--- config.mk ---
export PLATFORM = sky130hd
export DESIGN_NAME = next_pc_unit
export DESIGN_NICKNAME = d
export VERILOG_FILES = /design/src/rtl/fe_pkg.sv /design/src/rtl/next_pc_unit.sv
export SDC_FILE = /design/constraint.sdc
export NUM_CORES = 1
export LEC_CHECK = 0
export BUFFER_PORTS_ARGS = -buffer_cell sky130_fd_sc_hd__buf_2
export CELL_PAD_IN_SITES_DETAIL_PLACEMENT = 0
export CELL_PAD_IN_SITES_GLOBAL_PLACEMENT = 1
export CORE_MARGIN = 3
export CORE_UTILIZATION = 33
export CTS_BUF_LIST = sky130_fd_sc_hd__clkbuf_8
export DETAILED_ROUTE_END_ITERATION = 7
export PLACE_DENSITY = 0.87
export RECOVER_POWER = 100
export SYNTH_ARGS = -nofsm -noshare
export SYNTH_HDL_FRONTEND = slang
export SYNTH_SLANG_ARGS = --single-unit
--- constraint.sdc ---
create_clock -name clk_i -period 2.9 [get_ports clk_i]
set_clock_uncertainty 0.05 [all_clocks]
set_input_delay 0.58 -clock clk_i [delete_from_list [all_inputs] [get_ports clk_i]]
set_output_delay 0.58 -clock clk_i [all_outputs]
set_load 0.02 [all_outputs]
--- src/rtl/fe_pkg.sv ---
/*
 * Shared definitions for the fetch front end:
 * address and instruction types, register index type,
 * jal/jalr opcodes and the link register numbers
 */
`default_nettype none

package fe_pkg;

  // ---------------------------------------------------------------------
  // Widths and types
  // ---------------------------------------------------------------------

  // Address width of the program counter
  localparam int unsigned XLEN = 32;

  // Program counter or return address
  typedef logic [XLEN-1:0] addr_t;

  // Raw 32-bit instruction word
  typedef logic [31:0] inst_t;

  // Architectural register index
  typedef logic [4:0] reg_idx_t;

  // ---------------------------------------------------------------------
  // Encodings
  // ---------------------------------------------------------------------

  // Major opcodes of the unconditional jumps
  localparam logic [6:0] OPC_JAL  = 7'b110_1111;
  localparam logic [6:0] OPC_JALR = 7'b110_0111;

  // Link registers by the standard calling convention
  // ra is the usual one, t0 the alternate
  localparam reg_idx_t LINK_X1 = 5'd1;
  localparam reg_idx_t LINK_X5 = 5'd5;

endpackage : fe_pkg

`default_nettype wire

--- src/rtl/next_pc_unit.sv ---
/*
 * Program counter register and next-PC selection
 * Priority is redirect, return, jal target, sequential, hold
 */
`timescale 1ns/100ps
`default_nettype none

module next_pc_unit #(
  parameter fe_pkg::addr_t BOOT_PC = 32'h0000_1000
) (
  input  logic           clk_i,
  input  logic           rst_ni,
  input  logic           instr_valid_i,
  input  logic           redirect_i,
  input  fe_pkg::addr_t  redirect_pc_i,
  input  logic           is_jal_i,
  input  logic           is_ret_i,
  input  fe_pkg::addr_t  jal_target_i,
  input  fe_pkg::addr_t  ras_top_i,
  output fe_pkg::addr_t  pc_o
);

  import fe_pkg::*;

  // Current and next program counter
  addr_t pc_q;
  addr_t pc_d;

  // ---------------------------------------------------------------------
  // Next PC selection
  // ---------------------------------------------------------------------
  // Return and jal flags arrive already qualified by valid
  always_comb begin
    pc_d = pc_q;
    if (redirect_i) begin
      pc_d = redirect_pc_i;
    end else if (is_ret_i) begin
      // Predicted return target
      pc_d = ras_top_i;
    end else if (is_jal_i) begin
      pc_d = jal_target_i;
    end else if (instr_valid_i) begin
      // Also covers non-return jalr until a redirect arrives
      pc_d = pc_q + 32'd4;
    end
  end

  // ---------------------------------------------------------------------
  // PC register
  // ---------------------------------------------------------------------
  always_ff @(posedge clk_i or negedge rst_ni) begin
    if (!rst_ni) begin
      pc_q <= BOOT_PC;
    end else begin
      pc_q <= pc_d;
    end
  end

  assign pc_o = pc_q;

  // Alignment is lost only through a misaligned redirect
  pc_aligned_a : assert property (
    @(posedge clk_i) disable iff (!rst_ni)
    ((pc_q[1:0] == 2'b00) && !(redirect_i && (redirect_pc_i[1:0] != 2'b00)))
      |=> (pc_q[1:0] == 2'b00)
  ) else $error("next_pc_unit: PC lost word alignment");

endmodule : next_pc_unit

`default_nettype wire

After elaboration in Yosys (flattened, before gate mapping)
Index checks and enable logic that the tools add are counted.
{"block": "totals", "register_bits": 32, "in_bits": 102, "output_inout_bits": 32, "elab_cells": 7}
{"block": "op_classes", "addsub": 1, "n_mux": 4, "n_reduce_logical": 1}
{"op": "2-to-1 mux 32 bit", "count": 4}
{"op": "adder 32 x 3 -> 32 bit, second input constant", "count": 1}
{"op": "nonzero test 4 bit", "count": 1}

Longest topological paths before layout
Gate-level depths: netlist of run 1.
{"block": "logic_depth", "ltp_word": 5, "mapped_depth": 8, "depth_no_buf": 6}

Worst setup path after synthesis of run 1
Ideal clock, no wire load.
{"block": "synth_path", "path_type": "flip-flop to flip-flop", "start": "reg pc_q[2] (netlist: pc_o[2])", "end": "reg pc_q[24] (netlist: pc_o[24])", "setup_ns": 0.141, "t_arrival_ns": 1.962, "required_time_ns": 2.709, "setup_slack_ns": 0.747, "stages_incl_launch_ff": 8, "n_path_buf": 1, "synth_period_minus_slack_ns": 2.153, "cell_sequence": "dfrtp_1 -> ha_1 -> nand4_2 -> or3_1 -> buf_4 -> o31a_1 -> o21ai_1 -> a31oi_1"}
{"block": "synth_between", "elab_chain_len": 5}
{"element": "from (decl)", "line": "next_pc_unit.sv:26", "rtl": "addr_t pc_q;"}
{"element": "from (signal assigned)", "line": "next_pc_unit.sv:55", "rtl": "pc_q <= pc_d;"}
{"element": "adder 32 x 3 -> 32 bit", "line": "next_pc_unit.sv:44", "rtl": "pc_d = pc_q + 32'd4;"}
{"element": "2-to-1 mux 32 bit", "line": "next_pc_unit.sv:42", "rtl": "end else if (instr_valid_i) begin"}
{"element": "2-to-1 mux 32 bit", "line": "next_pc_unit.sv:40", "rtl": "end else if (is_jal_i) begin"}
{"element": "2-to-1 mux 32 bit", "line": "next_pc_unit.sv:37", "rtl": "end else if (is_ret_i) begin"}
{"element": "2-to-1 mux 32 bit", "line": "next_pc_unit.sv:35", "rtl": "if (redirect_i) begin"}
No other way between the ends. The select of a mux whose other input is x is not followed.
A chain may end at the register's enable or synchronous reset.

Final worst setup path of run 1
{"block": "layout_path", "start": "in is_jal_i", "end": "reg pc_q[10] (netlist: pc_o[10])"}
{"block": "layout_between", "elab_chain_len": 3, "word_cells_on_any_way": 4, "cone_classes": "3 x mux; 1 x reduce/logical"}
{"element": "from (decl)", "line": "next_pc_unit.sv:16", "rtl": "input logic is_jal_i,"}
{"element": "2-to-1 mux 32 bit", "line": "next_pc_unit.sv:40"}
{"element": "2-to-1 mux 32 bit", "line": "next_pc_unit.sv:37"}
{"element": "2-to-1 mux 32 bit", "line": "next_pc_unit.sv:35"}
Parallel ways exist; a longest one is shown, timed or not.

==> reports/qor.yml, run 1 <==
power_and_ir_drop:
  p_sw_share_pct: 39.0
  p_int_uw: 863
  p_leak_nw: 1.41
  total_power_mw: 1.41
  clkPwrFrac_pct: 27.1
  powerDensity_nw_per_um2: 412
  seq_power_share_pct: 41.4
  p_switching_uw: 552
  peakVddDrop_v: 0.000161
  p_comb_share_pct: 31.5
logic_synthesis:
  synth-adder-area-share_pct: 0.463
  synth_top_family_by_area: "compound AO/OA/AOI/OAI gates"
  syn_area_per_cell_um2: 7.63
  syn_inst: 354
  synth_fp_nets: 457
  yosysWarningCount: 0
  postSynth.asyncResetShare_pct: 100
  yosysSeqAreaShare_pct: 29.7
  synthSimpleGateAreaFrac_pct: 24.9
  synth_xor_area_share_pct: 2.59
  synth_compound_area_share_pct: 34.2
  ys_ff_latch: 32
  yosys.area.top_type: "dfrtp_1"
  synth_edf_count: 0
  synth.mux.area_fraction_pct: 1.48
  synth_cell_types: 57
  synth_area_um2: 2700
  synth_commonest_cells: "a21oi_1, dfrtp_1, nor2_1, o21ai_0"
  synthFlopType: "dfrtp_1"
  synth_top_cell_area_share_pct: 28.7
  ys_top_cells_by_area: "dfrtp_1, a21oi_1, o21ai_0"
clock_tree:
  post_cts_buffers: 0
  numCtsBuffers: 5
  cts_root_buf: "clkbuf_8"
  postCtsHoldBufs: 0
  clkSinkCount: 32
  clk_latency_ps: 300
  cts_tree: "done"
  clk_path_buf_depth: 2
  cts-htree-levels: 2
  clk_pin_slew_ps: 80
  cts_resized: 0
critical_path:
  end_kind: "flip-flop"
  critPathArrivalTime_ps: 2460
  cp_max_fo: 18
  r2r-end: "pc_o[26]"
  r2r_setup_slack_ps: 600
  r2r_start: "pc_o[2]"
  worstSetupStartpointType: "input port"
  slowest_delay_ps: 680
  path_class: "in -> reg"
  cp_data_required_time_ps: 3030
  r2r_cells: 6
  crit_chain: "buf_2 -> or2_0 -> nor3_1 -> clkbuf_1 -> a2111oi_0 -> nor2_1"
  cp_slowest_cell: "or2_0"
run_status:
  violations: "max-capacitance violations, max-slew violations"
  outcome: "finished, violations left"
sta:
  hold_viol: 0
  holdWs_ps: 429
  tightestPinTransition_ps: 1890
  fin_crit_sh_pct: 80.1
  fmax_ghz: 0.430
  max_slew_margin_pct: -26.2
  rsz0062_at_grt: "false"
  slew_viol_final: 33
  finalSetupViolCount: 0
  fin_tns_setup_ps: 0
  post-route-worst-setup-slack_ps: 577
  period_minus_slack_ps: 2320
grt:
  grt_pass1_vias: 3190
  antenna_found_initial: 0
  groute.usage.overall_pct: 22.9
  grt_pass1_wl_um: 16300
  grt_max_degree: 37
  grt_overflow_total: 0
detailed_routing:
  ant_nets: 0
  drt_wl_total_um: 10600
  vias_per_cell: 5.81
  vias: 3334
  dr.pass1.iters: 5
  first_iter_violations: 293
  post-route-drc-count: 0
  wire_per_inst_um: 18.5
layout:
  drive_above_1_share_pct: 26.5
  largest_reg_flops: 32
  area_growth_pct: 27.1
  final_cells: 574
  fin_util_pct: 43.8
  num_antenna_cells: 0
  fin_area_um2: 3430
  final_nets: 574
die:
  core-area_um2: 7850
  pin_count: 134
  die_x_um: 96.5
  row_count: 32
  start_util_pct: 34.4
  die_height_um: 96.5
  dieArea_um2: 9310
hold_path:
  min_path_type: "in -> reg"
  whs_endpoint: "pc_o[2]"
  holdPathStages: 2
  min_from: "redirect_pc_i[2]"
placed_design:
  dp_cells: 566
  place_area_um2: 3430
  place_congestion: 0.923
  hpwl_um: 8080
  port_buffers: 133
  place_ws_ps: 543
flow_run:
  drv_cap: 1
-- power by group through the flow --
stage          Clock [mW]  Combinational [mW]  Sequential [mW]
2_1_floorplan           0               0.227            0.623
3_3_place_gp            0               0.454            0.593
3_5_place_dp            0               0.461            0.593
4_1_cts             0.389               0.462            0.584
5_1_grt             0.406               0.495            0.595
6_report            0.384               0.445            0.586
-- worst max-delay path: cells and delay by family --
family,cells,cell delay (ps)
and+or+nand+nor,3,990
buffers and inverters,2,520
AOI/OAI and AO/OA,1,350
-- cell type report --
type                    instances  area, um2
clock buffers                   6       82.6
clock inverters                 2       10.0
fillers                       888       4410
inverters                       8       30.0
multi-input cells             280       1690
flip-flops and latches         32        802
well taps                     102        128
repair buffers                144        692
-- kinds of logic after synthesis --
logic type / after synthesis
fa+ha+maj: 1
buf+inv: 42
mux: 4
xor+xnor: 8
compound gates: 142
flops: 32
simple gates: 125
-- routing by layer --
metal | track usage (%) | wire, um | vias up
met5 | 0 | 0 | -
met4 | 5.84 | 191 | 0
met3 | 5.34 | 957 | 15
met2 | 36.9 | 4790 | 174
met1 | 31.0 | 4660 | 1541
li1 | - | - | 1604
-- placed cells by master (no fill, tap or decap), drive strengths merged, types with 3 or more instances in the layout --
cell / n
a221oi: 6
buf: 107
a22oi: 4
nand4: 13
or3: 4
o31ai: 7
nand2b: 5
a31oi: 13
nand3: 7
a21oi: 31
o21a: 4
inv: 8
clkbuf: 43
dfrtp: 31
o221a: 3
nand2: 23
o31a: 6
mux2i: 4
nor4: 8
and4: 4
o211ai: 3
xnor2: 7
nor3: 23
o22ai: 16
nor2: 30
o21ai: 32
-- worst max path at each step --
stage | start | to | slack, ps
detailed placement | is_ret_i | pc_o[28] | 540
global route | pc_o[2] | pc_o[26] | 370
CTS | pc_o[2] | pc_o[20] | 640
global placement | is_ret_i | pc_o[28] | 610
finish | is_jal_i | pc_o[10] | 580
floorplan | pc_o[2] | pc_o[24] | 750
Power figures use the tool's default switching activity.
==> run 2, diff against run 1 <==
==> constraint.sdc (replaced) <==
create_clock -name clk_i -period 2.14 [get_ports clk_i]
set_clock_uncertainty 0.05 [all_clocks]
set_input_delay 0.428 -clock clk_i [delete_from_list [all_inputs] [get_ports clk_i]]
set_output_delay 0.428 -clock clk_i [all_outputs]
set_load 0.02 [all_outputs]
==> run 2 against run 1 <==
  * The flow now finishes without violations
  * Hold slack lost 130 ps
  * Combinational power rose by 50%
  * Sequential share of layout area decreased by 1.2 points
  * Sequential power up 32%
  * Utilization is 2.5 points higher
  * Clock power increased by 73%
  * Cell area increased by 5.8%
  * Final cell count up 3.5%
  * Routed wire length up 1.1%
  * Largest cell class unchanged
==> reports/qor.yml, run 2 (same netlist as run 1, synthesis figures left out) <==
sta:
  fin_crit_sh_pct: 94.7
  slew_viol_final: 0
  fin_tns_setup_ps: 0
  tightestPinTransition_ps: 1200
  period_minus_slack_ps: 2030
  rsz0062_at_grt: "false"
  finalSetupViolCount: 0
  max_slew_margin_pct: 19.7
  fmax_ghz: 0.493
  holdWs_ps: 298
  hold_viol: 0
critical_path:
  cp_data_required_time_ps: 2250
  worstSetupStartpointType: "flip-flop"
  path_class: "reg -> reg"
  r2r_cells: 5
  cp_max_fo: 8
  r2r_setup_slack_ps: 110
  r2r-end: "pc_o[29]"
  end_kind: "flip-flop"
  r2r_start: "pc_o[12]"
  critPathArrivalTime_ps: 2130
placed_design:
  place_congestion: 0.916
  hpwl_um: 8220
  place_area_um2: 3570
  dp_cells: 585
  port_buffers: 133
grt:
  groute.usage.overall_pct: 22.8
  antenna_found_initial: 2
  grt_max_degree: 25
  grt_overflow_total: 0
  grt_pass1_vias: 3287
  grt_pass1_wl_um: 16500
clock_tree:
  cts_root_buf: "clkbuf_8"
  cts-htree-levels: 2
  clk_path_buf_depth: 2
  post_cts_buffers: 0
  cts_tree: "done"
  clkSinkCount: 32
  numCtsBuffers: 5
  clk_latency_ps: 290
  clk_pin_slew_ps: 70
detailed_routing:
  wire_per_inst_um: 18.0
  wl_met1_um: 4530
  top_layer: "met5"
  vias_per_cell: 5.76
  ant_nets: 0
  post-route-drc-count: 0
  drt_wl_total_um: 10700
  wl_met3_um: 1100
  vias: 3424
  wl_met2_um: 4820
  first_iter_violations: 247
  dr.pass1.iters: 6
layout:
  drive_above_1_share_pct: 30.5
  final_cells: 594
  largest_reg_flops: 32
  area_growth_pct: 34.5
  final_cell_mix: "buf_2, clkbuf_1, a21oi_1, nor2_1"
  final_common_cell: "buf_2"
  final_nets: 593
  fin_area_um2: 3630
flow_run:
  drv_cap: 0
die:
  start_util_pct: 34.4
  core-area_um2: 7850
  die_x_um: 96.5
  pin_count: 134
  row_count: 32
  dieArea_um2: 9310
  die_height_um: 96.5
hold_path:
  min_from: "redirect_pc_i[4]"
  holdPathStages: 3
  whs_endpoint: "pc_o[4]"
  min_path_type: "in -> reg"
power_and_ir_drop:
  peakVddDrop_v: 0.000284
  powerDensity_nw_per_um2: 580
  p_leak_nw: 1.52
  total_power_mw: 2.11
run_status:
  outcome: "finished, final reports clean"
## run 2: where the power goes
group	switching, mW	internal (mW)	leakage [nW]	total (mW)
registers	0.101	0.672	0.369	0.773
clock network	0.255	0.411	0.0645	0.666
logic	0.398	0.270	1.09	0.668
## run 2: worst max-delay path by stage
| stage | to | cells after the start | start | slack [ps] |
|---|---|---|---|---|
| 4_1_cts | pc_o[20] | 6 | pc_o[3] | 90 |
| 6_report | pc_o[29] | 5 | pc_o[12] | 110 |
| 2_1_floorplan | pc_o[24] | 7 | pc_o[2] | 80 |
| 5_1_grt | pc_o[16] | 7 | pc_o[3] | 3 |
| 3_5_place_dp | pc_o[20] | 6 | pc_o[2] | 110 |
| 3_3_place_gp | pc_o[20] | 6 | pc_o[2] | 130 |
## run 2: per-layer routing
layer | vias to the layer above | GRT usage (%)
met3 | 28 | 6.51
met4 | 4 | 7.94
met5 | - | 0
li1 | 1639 | -
met2 | 174 | 35.5
met1 | 1579 | 30.3
## run 2: what timing repair did
action,in CTS,in global routing
endpoints found under the hold margin,0,0
endpoints found under the setup margin,0,5
gates resized for setup,0,2
hold buffers,0,0
## run 2: stage by stage
step                      worst slack (ps)  utilization, %
after floorplan                       82.3               -
after global placement                 135            45.5
after detailed placement               109            45.5
after CTS                             87.3            47.1
after global routing                  2.65            46.3
final                                  113            46.3
## run 2: final cells by class
cell class              count  area, um2
fillers                   837       4220
multi-input cells         280       1720
repair buffers            163        821
flip-flops and latches     32        805
well taps                 102        128
clock buffers               7       96.3
clock inverters             1       30.0
inverters                   8       30.0
diodes                      1       2.50
## run 2: critical path, stage by stage, from the launching register on
cell	delay, ps
dfstp_2	580
nand3_2	100
or3_1	550
o31a_2	390
o21ai_1	130
a31oi_1	90
