===== src/rtl/fe_pkg.sv =====
/*
 * Shared definitions for the fetch front end:
 * address and instruction types, register index type,
 * jal/jalr opcodes and the link register numbers
 */
`default_nettype none

package fe_pkg;

  // ---------------------------------------------------------------------
  // Widths and types
  // ---------------------------------------------------------------------

  // Address width of the program counter
  localparam int unsigned XLEN = 32;

  // Program counter or return address
  typedef logic [XLEN-1:0] addr_t;

  // Raw 32-bit instruction word
  typedef logic [31:0] inst_t;

  // Architectural register index
  typedef logic [4:0] reg_idx_t;

  // ---------------------------------------------------------------------
  // Encodings
  // ---------------------------------------------------------------------

  // Major opcodes of the unconditional jumps
  localparam logic [6:0] OPC_JAL  = 7'b110_1111;
  localparam logic [6:0] OPC_JALR = 7'b110_0111;

  // Link registers by the standard calling convention
  // ra is the usual one, t0 the alternate
  localparam reg_idx_t LINK_X1 = 5'd1;
  localparam reg_idx_t LINK_X5 = 5'd5;

endpackage : fe_pkg

`default_nettype wire


===== src/rtl/ras_ctrl_if.sv =====
/*
 * Control and data bundle between the call/return detector
 * and the return address stack
 */
`timescale 1ns/100ps
`default_nettype none

interface ras_ctrl_if;

  import fe_pkg::*;

  // Push strobe, a call was fetched
  logic  push;
  // Pop strobe, a return was fetched
  logic  pop;
  // Address to push, PC+4 of the call
  addr_t ret_addr;
  // Most recently pushed address
  addr_t top_addr;

  // Detector side
  modport det (output push, output pop, output ret_addr);

  // Stack side
  modport stk (input push, input pop, input ret_addr, output top_addr);

endinterface : ras_ctrl_if

`default_nettype wire


===== src/rtl/call_ret_detect.sv =====
/*
 * Call and return detector for jal/jalr
 * Derives push/pop strobes, the return address, the return flag
 * and the jal target from the fetched instruction
 */
`timescale 1ns/100ps
`default_nettype none

module call_ret_detect (
  input  logic           instr_valid_i,
  input  logic           redirect_i,
  input  fe_pkg::inst_t  instr_i,
  input  fe_pkg::addr_t  pc_i,
  ras_ctrl_if.det        ctrl,
  output logic           is_jal_o,
  output logic           is_ret_o,
  output fe_pkg::addr_t  jal_target_o
);

  import fe_pkg::*;

  // Instruction fields
  logic [6:0] opcode;
  reg_idx_t   rd;
  reg_idx_t   rs1;
  addr_t      j_imm;

  // Decoded flags
  logic is_jal_op;
  logic is_jalr_op;
  logic rd_link;
  logic rs1_link;
  logic is_call;
  logic is_ret;
  logic active;

  // ---------------------------------------------------------------------
  // Field extraction
  // ---------------------------------------------------------------------
  assign opcode = instr_i[6:0];
  assign rd     = instr_i[11:7];
  assign rs1    = instr_i[19:15];

  // J-type immediate, sign extended, bit 0 always zero
  assign j_imm = {{(XLEN-20){instr_i[31]}}, instr_i[19:12], instr_i[20],
                  instr_i[30:21], 1'b0};

  // ---------------------------------------------------------------------
  // Call and return classification
  // ---------------------------------------------------------------------
  assign is_jal_op  = (opcode == OPC_JAL);
  assign is_jalr_op = (opcode == OPC_JALR);
  assign rd_link    = (rd == LINK_X1) || (rd == LINK_X5);
  assign rs1_link   = (rs1 == LINK_X1) || (rs1 == LINK_X5);

  // Any jump that writes a link register is a call
  assign is_call = (is_jal_op || is_jalr_op) && rd_link;
  // Link rd means coroutine, handled as a call only
  assign is_ret  = is_jalr_op && rs1_link && !rd_link;

  // Nothing leaves the detector on idle or redirect cycles
  assign active = instr_valid_i && !redirect_i;

  // ---------------------------------------------------------------------
  // Outputs
  // ---------------------------------------------------------------------
  assign ctrl.push     = active && is_call;
  assign ctrl.pop      = active && is_ret;
  assign ctrl.ret_addr = active ? (pc_i + 32'd4) : '0;

  assign is_jal_o     = active && is_jal_op;
  assign is_ret_o     = active && is_ret;
  assign jal_target_o = active ? (pc_i + j_imm) : '0;

endmodule : call_ret_detect

`default_nettype wire


===== src/flat_wrapper.sv =====
// flat-port wrapper written by rule: the top's interface ports become plain ports
module call_ret_detect_flat import fe_pkg::*;
  (instr_valid_i, redirect_i, instr_i, pc_i, is_jal_o, is_ret_o, jal_target_o, ctrl_push, ctrl_pop, ctrl_ret_addr);
  ras_ctrl_if ctrl_i ();
  input  logic instr_valid_i;
  input  logic redirect_i;
  input  fe_pkg::inst_t instr_i;
  input  fe_pkg::addr_t pc_i;
  output logic is_jal_o;
  output logic is_ret_o;
  output fe_pkg::addr_t jal_target_o;
  output wire logic [$bits(ctrl_i.push)-1:0] ctrl_push;
  output wire logic [$bits(ctrl_i.pop)-1:0] ctrl_pop;
  output wire logic [$bits(ctrl_i.ret_addr)-1:0] ctrl_ret_addr;
  assign ctrl_push = ctrl_i.push;
  assign ctrl_pop = ctrl_i.pop;
  assign ctrl_ret_addr = ctrl_i.ret_addr;
  call_ret_detect u_core (.instr_valid_i(instr_valid_i), .redirect_i(redirect_i), .instr_i(instr_i), .pc_i(pc_i), .ctrl(ctrl_i), .is_jal_o(is_jal_o), .is_ret_o(is_ret_o), .jal_target_o(jal_target_o));
endmodule

===== config.mk =====
export PLATFORM = sky130hd
export DESIGN_NAME = call_ret_detect_flat
export DESIGN_NICKNAME = d
export VERILOG_FILES = /design/src/rtl/fe_pkg.sv /design/src/rtl/ras_ctrl_if.sv /design/src/rtl/call_ret_detect.sv /design/src/flat_wrapper.sv
export SDC_FILE = /design/constraint.sdc
export NUM_CORES = 1
export LEC_CHECK = 0
export BUFFER_PORTS_ARGS = -buffer_cell sky130_fd_sc_hd__buf_2
export CAP_MARGIN = 40
export CORE_ASPECT_RATIO = 0.75
export CORE_MARGIN = 1
export CORE_UTILIZATION = 49
export DETAILED_ROUTE_END_ITERATION = 7
export PLACE_DENSITY_LB_ADDON = 0.08
export SYNTH_ARGS = -nofsm -noshare
export SYNTH_HDL_FRONTEND = slang
export SYNTH_SLANG_ARGS = --single-unit

===== constraint.sdc =====
create_clock -name vclk -period 2.9
set_clock_uncertainty 0.1 [all_clocks]
set_input_delay 0.145 -clock vclk [all_inputs]
set_output_delay 0.145 -clock vclk [all_outputs]
set_load 0.1 [all_outputs]

Word level (Yosys, flattened, before mapping):

Cells that the tools add are included.

* flip-flop bits (word level): 0
* input port bits: 66
* logic and storage cells: 22

* $add $sub $neg: 2
* equal/unequal tests: 6
* mux-type cells: 2
* reductions and logical operators: 12

Operator list (count)
* 32-bit two-way mux: 2
* 32-bit by 3-bit adder with 32-bit output, second input constant: 1
* 32-bit adder: 1
* 7-bit == test, second input constant: 2
* 5-bit by 1-bit == test with 1-bit output, second input constant: 2
* 5-bit by 3-bit == test with 1-bit output, second input constant: 2
* 1-bit logical AND: 7
* 1-bit logical OR: 3
* 1-bit logical NOT: 2

Longest topological paths before layout:

Gate-level depths: netlist (run 1).

* word-level depth: 5
* mapped depth: 9
* depth with buffers taken out: 9

Least setup slack after synthesis (run 1):

No wires, ideal clock.

* path kind: input port to output port
* start: in instr_i[3]
* end: out is_ret_o
* arrival: 4.350 ns
* data required time: 2.655 ns
* setup slack: -1.695 ns
* stages on the path: 3
* buffers on the path: 1
* path through: or4b_2 > nor4_1 > buf_4

* longest elaborated chain between the ends: 4

Ends and longest elaborated chain
* start, declared: RTL line flat_wrapper.sv:7 `input fe_pkg::inst_t instr_i;`
* 7-bit == test: RTL line call_ret_detect.sv:52 `assign is_jalr_op = (opcode == OPC_JALR);`
* 1-bit logical AND (2 in series): RTL line call_ret_detect.sv:59 `assign is_ret = is_jalr_op && rs1_link && !rd_link;`
* 1-bit logical AND
* end, declared: RTL line flat_wrapper.sv:10 `output logic is_ret_o;`

Every way passes these cells.

Worst setup path after layout (run 1):

* start: in pc_i[5]
* end: out jal_target_o[30]

* longest elaborated chain between the ends: 2

Ends and longest elaborated chain
* start, declared: RTL line flat_wrapper.sv:8 `input fe_pkg::addr_t pc_i;`
* 32-bit adder: RTL line call_ret_detect.sv:73 `assign jal_target_o = active ? (pc_i + j_imm) : '0;`
* 32-bit two-way mux: RTL line call_ret_detect.sv:73
* end, declared: RTL line flat_wrapper.sv:11 `output fe_pkg::addr_t jal_target_o;`

Every way passes these cells.

==> results.md, run 1 <==
- Fill cells: 417
- Seq/Total Area, Yosys: 0%
- CP delay by family, top: compound AO/OA/AOI/OAI gates
- Tot Pwr: 1.134 mW
- DR vias: 3,524
- Critical path's largest stage delay: 0.44 ns
- Tot GR Track Use: 31.40%
- Post-CTS Hold Fix Bufs: 0
- CP most frequent cell: a21o_1
- Initial core utilization: 52.20%
- Final period utilization: 97.25%
- Num rows: 22
- Number of remaining DRC errors: 0
- Die X: 86.36 um
- Yosys warns: 0
- First-pass GRT wire length: 14.32 mm
- Worst min path class: in -> out
- Largest net degree at the start of global routing: 28
- Vias per inst: 5.893
- Slowest cell on the critical path: or4_1
- DP HPWL: 7.805 mm
- Static leakage: 1.793 nW
- Drt wl/cell: 15.20 um
- Drt initial violations: 218
- Hold Vio Cnt, Final: 0
- Max Clock Freq: 354.6 MHz
- Worst path required time: 2.65 ns
- Post-synthesis instance area: 2615 sq um
- RePlAce Congestion: 0.9032
- Port Buffers: 133
- Most area-hungry cell type in the Yosys netlist: ha_1
- # setup viols final: 0
- Largest cells by area after synthesis: ha_1, xor2_1, nor2_1
- Synth Net Count: 507
- Finished Core Util: 75.02%
- DRT antenna net count: 0
- Power per cell area: 301.8 nW/um^2
- Type of the worst setup path: in -> out
- Total Neg Setup Slack: 0 ns
- Worst vdd ir: 0.0002548 V
- Crit-path max FO: 7
- GRT overflow: 0
- Die span in y: 65.27 um
- DRT Pass-1 Iters: 5
- Clkbuf count: 0
- WP buf/inv: 2
- Cells along the critical path: buf_2 -> ha_1 -> a21o_1 -> a31oi_1 -> a21oi_1 -> o21ai_2 -> or4_1 -> a21o_1 -> a21oi_2 -> buf_12
- Max transition margin: 66.67%
- WL final: 9.088 mm
- Max-Cap Viols: 0
- Worst-Margin Slew: 0.5034 ns
- Seq Cell Count: 0
- WP data arrival: 2.58 ns
- Layout net count: 626
- RSZ-0062 raised after global routing: false
- Die area: 5636 sq um
- Ant. Diodes: 0
- Post-layout min period: 2.820 ns
- Mean Syn Cell Area: 6.394 sq um
- I/O pin cnt: 134
- Core area: 5010 sq um
- Dpl ws: 0.1503 ns
- Yosys cell types: 53
- Count of pins over their slew limit: 0
- Initial antenna violation count: 0
- Final setup margin: 0.07983 ns
- Area share of the largest cell type after synthesis: 14.83%
- Status: completed
- Share of cells above drive strength 1: 33.84%
- Mapped Cells: 409
- Crit. End Element: primary output
- Vias in the first global route: 3,101
- Multi-input logic area: 2624 sq um
- Layout area overhead: 43.73%
- Sequential Area: 0 sq um
- Setup crit start kind: input pin
cell usage after synthesis, types with 2 or more instances:
cell type,count
o21bai_1,4
a311o_1,2
nor2b_1,4
a221oi_1,2
nor4_1,3
and4_1,5
nand4_1,14
nor2_1,61
nor3_1,11
a21o_1,25
o21a_1,4
clkbuf_1,15
and2_1,7
o211ai_1,2
nand2_1,27
or3_1,4
xnor2_1,20
o21ai_1,2
nand3_1,20
o21ai_0,18
nand2b_1,3
a31oi_1,5
buf_1,3
or4_1,3
inv_1,7
ha_1,31
buf_2,4
xor2_1,29
and3_1,12
a21oi_1,38
buf_4,2
tightest hold or removal path: cells and delay by family:
kind	cells	cell delay (ns)
buffers and inverters	2	0.40
AND/OR/NAND/NOR	1	0.07
metrics by stage:
step	hold WS, ns	std cells	instance area (sq um)
global placement	0.6601	597	3746
global route	0.6845	598	3759
floorplan	0.3841	409	2750
detailed placement	0.6682	597	3746
finish	0.6675	598	3759
CTS	0.6682	597	3746
power by group:
part           total [mW]  internal, mW  switching (mW)
clock                   0             0               0
sequential              0             0               0
combinational        1.13         0.350           0.784
placed cells by master, fill, tap and decap left out, types with 9 or more instances in the layout:
cell / instances
o21ai_0: 18
nand3_1: 20
xor2_1: 29
nand2_1: 27
buf_12: 19
nor2_1: 44
a21oi_1: 34
xnor2_1: 20
a21o_1: 25
and3_1: 12
nand4_1: 14
nor2_2: 13
buf_2: 114
ha_1: 30
buf_4: 9
final timing paths:
check | to | cells past startpoint | startpoint
worst max-delay path | jal_target_o[30] | 10 | pc_i[5]
worst min-delay path | is_ret_o | 3 | instr_i[19]
timing repair:
action | 4_1_cts | 5_1_grt
endpoints found under the hold margin | 0 | 0
gates resized for setup | 0 | 1
setup buffers | 0 | 1
setup endpoints to repair | 0 | 2
per-layer routing:
layer / up-vias / GRT usage (%) / share of wire, %
met5: - / 0 / 0
met4: 0 / 2.708 / 0.56
met3: 7 / 4.899 / 9.9
met2: 168 / 50.79 / 43
met1: 1628 / 45.29 / 46
li1: 1721 / - / -
cell type report:
type | count | area share, %
inverters | 7 | 0.6991
multi-input cells | 377 | 69.81
well taps | 72 | 2.397
repair buffers | 142 | 27.10
logic make-up after synthesis:
| family | Yosys count | share of synthesized area, % |
|---|---|---|
| muxes | 1 | 0.3828 |
| adders and majority gates | 32 | 15.60 |
| buffers and inverters | 32 | 5.119 |
| and+or+nand+nor | 180 | 34.40 |
| AOI/OAI and AO/OA | 115 | 28.09 |
| xor gates and xnor gates | 49 | 16.41 |
(Power assumes the default switching activity.)
==> run 2, diff against run 1 <==
- CELL_PAD_IN_SITES_DETAIL_PLACEMENT: not set -> 0
- CELL_PAD_IN_SITES_GLOBAL_PLACEMENT: not set -> 1
- CORE_UTILIZATION: 49 -> 32
==> results.md, run 2 (synthesized netlist as in run 1, its figures left out) <==
- Initial antenna violation count: 0
- Die X: 106.4 um
- DRT Pass-1 Iters: 4
- DP HPWL: 8.471 mm
- Worst min path class: in -> out
- Vias per inst: 5.418
- Dpl ws: 0.1445 ns
- Die span in y: 80.29 um
- Layout net count: 627
- Tot Pwr: 1.141 mW
- Hold slack final: 0.6575 ns
- Met1 usage: 35.43%
- Met2 Track Usage GR: 33.31%
- I/O pin cnt: 134
- Final setup margin: 0.1357 ns
- DR vias: 3,424
- Number of remaining DRC errors: 0
- Fill cells: 825
- Most common cell after layout, fill and taps aside: buf_2
- Seq Cell Count: 0
- Count of pins over their slew limit: 0
- RSZ-0062 raised after global routing: true
- Max-Cap Viols: 0
- Setup crit start kind: input pin
- Layout area overhead: 48.85%
- Type of the worst setup path: in -> out
- Met3 usage: 0.9740%
- Finished Core Util: 49.16%
- Max Clock Freq: 361.8 MHz
- Cts repair resizes: 0
- RePlAce Congestion: 0.8421
- Worst-Margin Slew: 0.5216 ns
- Status: completed
- DRT antenna net count: 0
- # setup viols final: 0
- Largest net degree at the start of global routing: 42
- Num rows: 28
- Tot GR Track Use: 22.13%
- Clkbuf count: 0
- Core area: 7918 sq um
- Share of cells above drive strength 1: 33.78%
- Initial core utilization: 33.03%
- Die area: 8541 sq um
- Power per cell area: 293.2 nW/um^2
- Static leakage: 1.816 nW
- First-pass GRT wire length: 15.42 mm
- Ant. Diodes: 0
- GRT overflow: 0
- WL final: 9.790 mm
- Drt initial violations: 165
- WP data arrival: 2.52 ns
- Multi-input logic area: 2619 sq um
- Sequential Area: 0 sq um
- Most frequent cells in the layout: buf_2, nor2_1, a21oi_1
- Crit-path max FO: 4
- GR peak layer: met1
- Vias in the first global route: 2,990
- Post-layout min period: 2.764 ns
- Worst vdd ir: 0.0001757 V
- Drt wl/cell: 15.49 um
- Crit. End Element: primary output
- Worst path required time: 2.65 ns
- Final period utilization: 95.32%
- Hold Vio Cnt, Final: 0
- Max transition margin: 64.74%
- Port Buffers: 133
-- run 2: worst paths after layout --
check        start               end  slack (ns)  depth (start not counted)
max        pc_i[1]  jal_target_o[29]        0.14                         11
min    instr_i[19]          ctrl_pop        0.66                          3
-- run 2: timing repair --
action	CTS	global route
endpoints found under the setup margin	0	1
buffers inserted	0	0
hold buffers	0	0
-- run 2: worst max-delay path, cell delays in order --
cell and delay [ns]:
buf_2 0.12, ha_4 0.16, fa_2 0.37, a21o_1 0.21, a311o_1 0.37, nand2_1 0.08
o211ai_1 0.21, a21oi_1 0.28, mux2i_1 0.21, nand4_1 0.15, buf_12 0.20
-- run 2: routing by layer --
metal / wire length (um) / share of wire, % / vias up
li1: - / - / 1733
met1: 5250 / 54 / 1550
met2: 3870 / 40 / 139
met3: 647 / 6.6 / 2
met4: 21 / 0.21 / 0
met5: 0 / 0 / -
-- run 2: power breakdown --
part / internal [mW] / leakage (nW) / switching (mW) / total, mW
registers: 0 / 0 / 0 / 0
logic: 0.361 / 1.82 / 0.780 / 1.14
clock network: 0 / 0 / 0 / 0
-- run 2: layout make-up --
class / instances / share of cell area (%)
inverter: 7 / 0.6750
multi-input combinational: 377 / 67.28
tap: 105 / 3.375
timing repair buffer: 143 / 28.67
-- run 2: metrics by stage --
step,cells,TNS [ns],area [sq um]
floorplan,409,-0.4349,2750
global placement,632,0,3892
detailed placement,632,0,3892
CTS,632,0,3892
global route,632,-0.009104,3892
finish,632,0,3892
==> run 3, diff against run 2 <==
- ABC_AREA: not set -> 0
- SETUP_SLACK_MARGIN: not set -> 0.4
==> results.md, run 3 (synthesized netlist as in run 1, its figures left out) <==
- Die area: 8541 sq um
- Hold Path Sink: is_ret_o
- Power per cell area: 286.4 nW/um^2
- Initial core utilization: 33.03%
- Clkbuf count: 0
- Static leakage: 1.959 nW
- Initial antenna violation count: 0
- GRT overflow: 0
- Max Clock Freq: 383.0 MHz
- Placed Cells incl. Taps: 635
- Worst-Margin Slew: 0.6031 ns
- First-pass GRT wire length: 15.20 mm
- Clk pwr share: 0%
- DP HPWL: 7.641 mm
- Critical path's largest stage delay: 0.34 ns
- Fill cells: 778
- Tot GR Track Use: 21.44%
- Post-layout min period: 2.611 ns
- Port Buffers: 133
- Largest net degree at the start of global routing: 25
- Most frequent cells in the layout: buf_2, nor2_1, buf_4
- Worst path required time: 2.65 ns
- RSZ-0062 raised after global routing: true
- Status: finished, violations left
- Type of the worst setup path: in -> out
- Share of cells above drive strength 1: 48.71%
- # setup viols final: 0
- DR vias: 3,477
- I/O pin cnt: 134
- Die X: 106.4 um
- Max transition margin: 59.23%
- Crit. End Element: primary output
- Non-Filler Instances: 647
- Most common cell after layout, fill and taps aside: buf_2
- Drt wl/cell: 14.60 um
- Core area: 7918 sq um
- Number of remaining DRC errors: 1
- Finished Cell Area: 4496 sq um
- Crit-path max FO: 3
- Worst vdd ir: 0.0001535 V
- Drt initial violations: 189
- Finished Core Util: 56.78%
- Vias per inst: 5.374
- WP data arrival: 2.37 ns
- Worst min path class: in -> out
- Layout net count: 642
- Sequential Area: 0 sq um
- Total Neg Setup Slack: 0 ns
- Tot Pwr: 1.287 mW
- DRT Pass-1 Iters: 6
- Final period utilization: 90.03%
- Max-Cap Viols: 0
- Die span in y: 80.29 um
- Layout area overhead: 71.91%
- Num rows: 28
- Net Sw Frac: 65.75%
- Post-CTS Hold Fix Bufs: 0
- Net switching power: 846.5 uW
- WL final: 9.447 mm
- Seq Cell Count: 0
- Min-Delay Path Depth: 3
- Cells along the critical path: buf_8 -> ha_4 -> fa_2 -> a21o_1 -> a311o_1 -> a211oi_2 -> o21ai_2 -> a21oi_2 -> xor2_2 -> nor2_4 -> buf_12
- Ant. Diodes: 0
- DRT antenna net count: 0
- Setup crit start kind: input pin
- Failing checks: DRC
- Hold Path Origin: instr_i[19]
- Multi-input logic area: 3128 sq um
- Internal power: 440.9 uW
- Part of the power in registers: 0%
- RePlAce Congestion: 0.8817
- Count of pins over their slew limit: 0
- Vias in the first global route: 3,145
- Hold Vio Cnt, Final: 0
- Placed Area: 4038 sq um
- Share of power burned in combinational logic: 100.0%
- Slowest cell on the critical path: fa_2
run 3: cell types whose count changed in the layout (fill, tap and decap cells not counted), sizes merged:
| cell | change |
|---|---|
| clkbuf | +2 |
| buf | +13 |
run 3: timing repair:
| action | 4_1_cts | 5_1_grt |
|---|---|---|
| setup endpoints to repair | 17 | 27 |
| pin swaps | 14 | 25 |
| buffers inserted | 6 | 6 |
| gates resized for setup | 39 | 38 |
run 3: how the worst max path moves through the flow:
stage                            from                to  slack, ns  cells past startpoint
after global placement        pc_i[1]  jal_target_o[27]       0.15                     11
final                         pc_i[1]  jal_target_o[27]       0.29                     11
after global routing          pc_i[1]  jal_target_o[27]       0.23                     11
after detailed placement  instr_i[21]  jal_target_o[23]       0.16                     11
after floorplan           instr_i[21]  jal_target_o[29]      -0.04                      9
after CTS                 instr_i[31]  jal_target_o[25]       0.25                     10
run 3: metal layers:
| metal | vias to the layer above | global-route usage (%) | part of all wire [%] |
|---|---|---|---|
| met3 | 0 | 1.299 | 5.6 |
| li1 | 1761 | - | - |
| met5 | - | 0 | 0 |
| met1 | 1619 | 32.60 | 51 |
| met4 | 0 | 0.2778 | 0 |
| met2 | 97 | 34.42 | 43 |
run 3: worst max-delay path: cells and delay by family:
family                     cells  cell delay, ns
buffers and inverters          2            0.28
and+or+nand+nor                1            0.05
xor gates and xnor gates       1            0.20
adders and majority gates      2            0.49
AOI/OAI and AO/OA              5            1.19
run 3: metrics by stage:
stage	worst slack (ns)	hold slack, ns
3_5_place_dp	0.1614	0.6357
2_1_floorplan	-0.03558	0.3070
6_report	0.2891	0.6352
5_1_grt	0.2278	0.6485
4_1_cts	0.2543	0.6363
3_3_place_gp	0.1524	0.6358
run 3: final cells by class:
type / instances / share of cell area [%]
well taps: 105 / 2.922
inverters: 7 / 0.5845
multi-input cells: 377 / 69.58
repair buffers: 158 / 26.91
run 3: power groups by stage:
stage | clock network [mW] | registers, mW | logic [mW]
2_1_floorplan | 0 | 0 | 0.863
3_3_place_gp | 0 | 0 | 1.15
3_5_place_dp | 0 | 0 | 1.16
4_1_cts | 0 | 0 | 1.23
5_1_grt | 0 | 0 | 1.37
6_report | 0 | 0 | 1.29
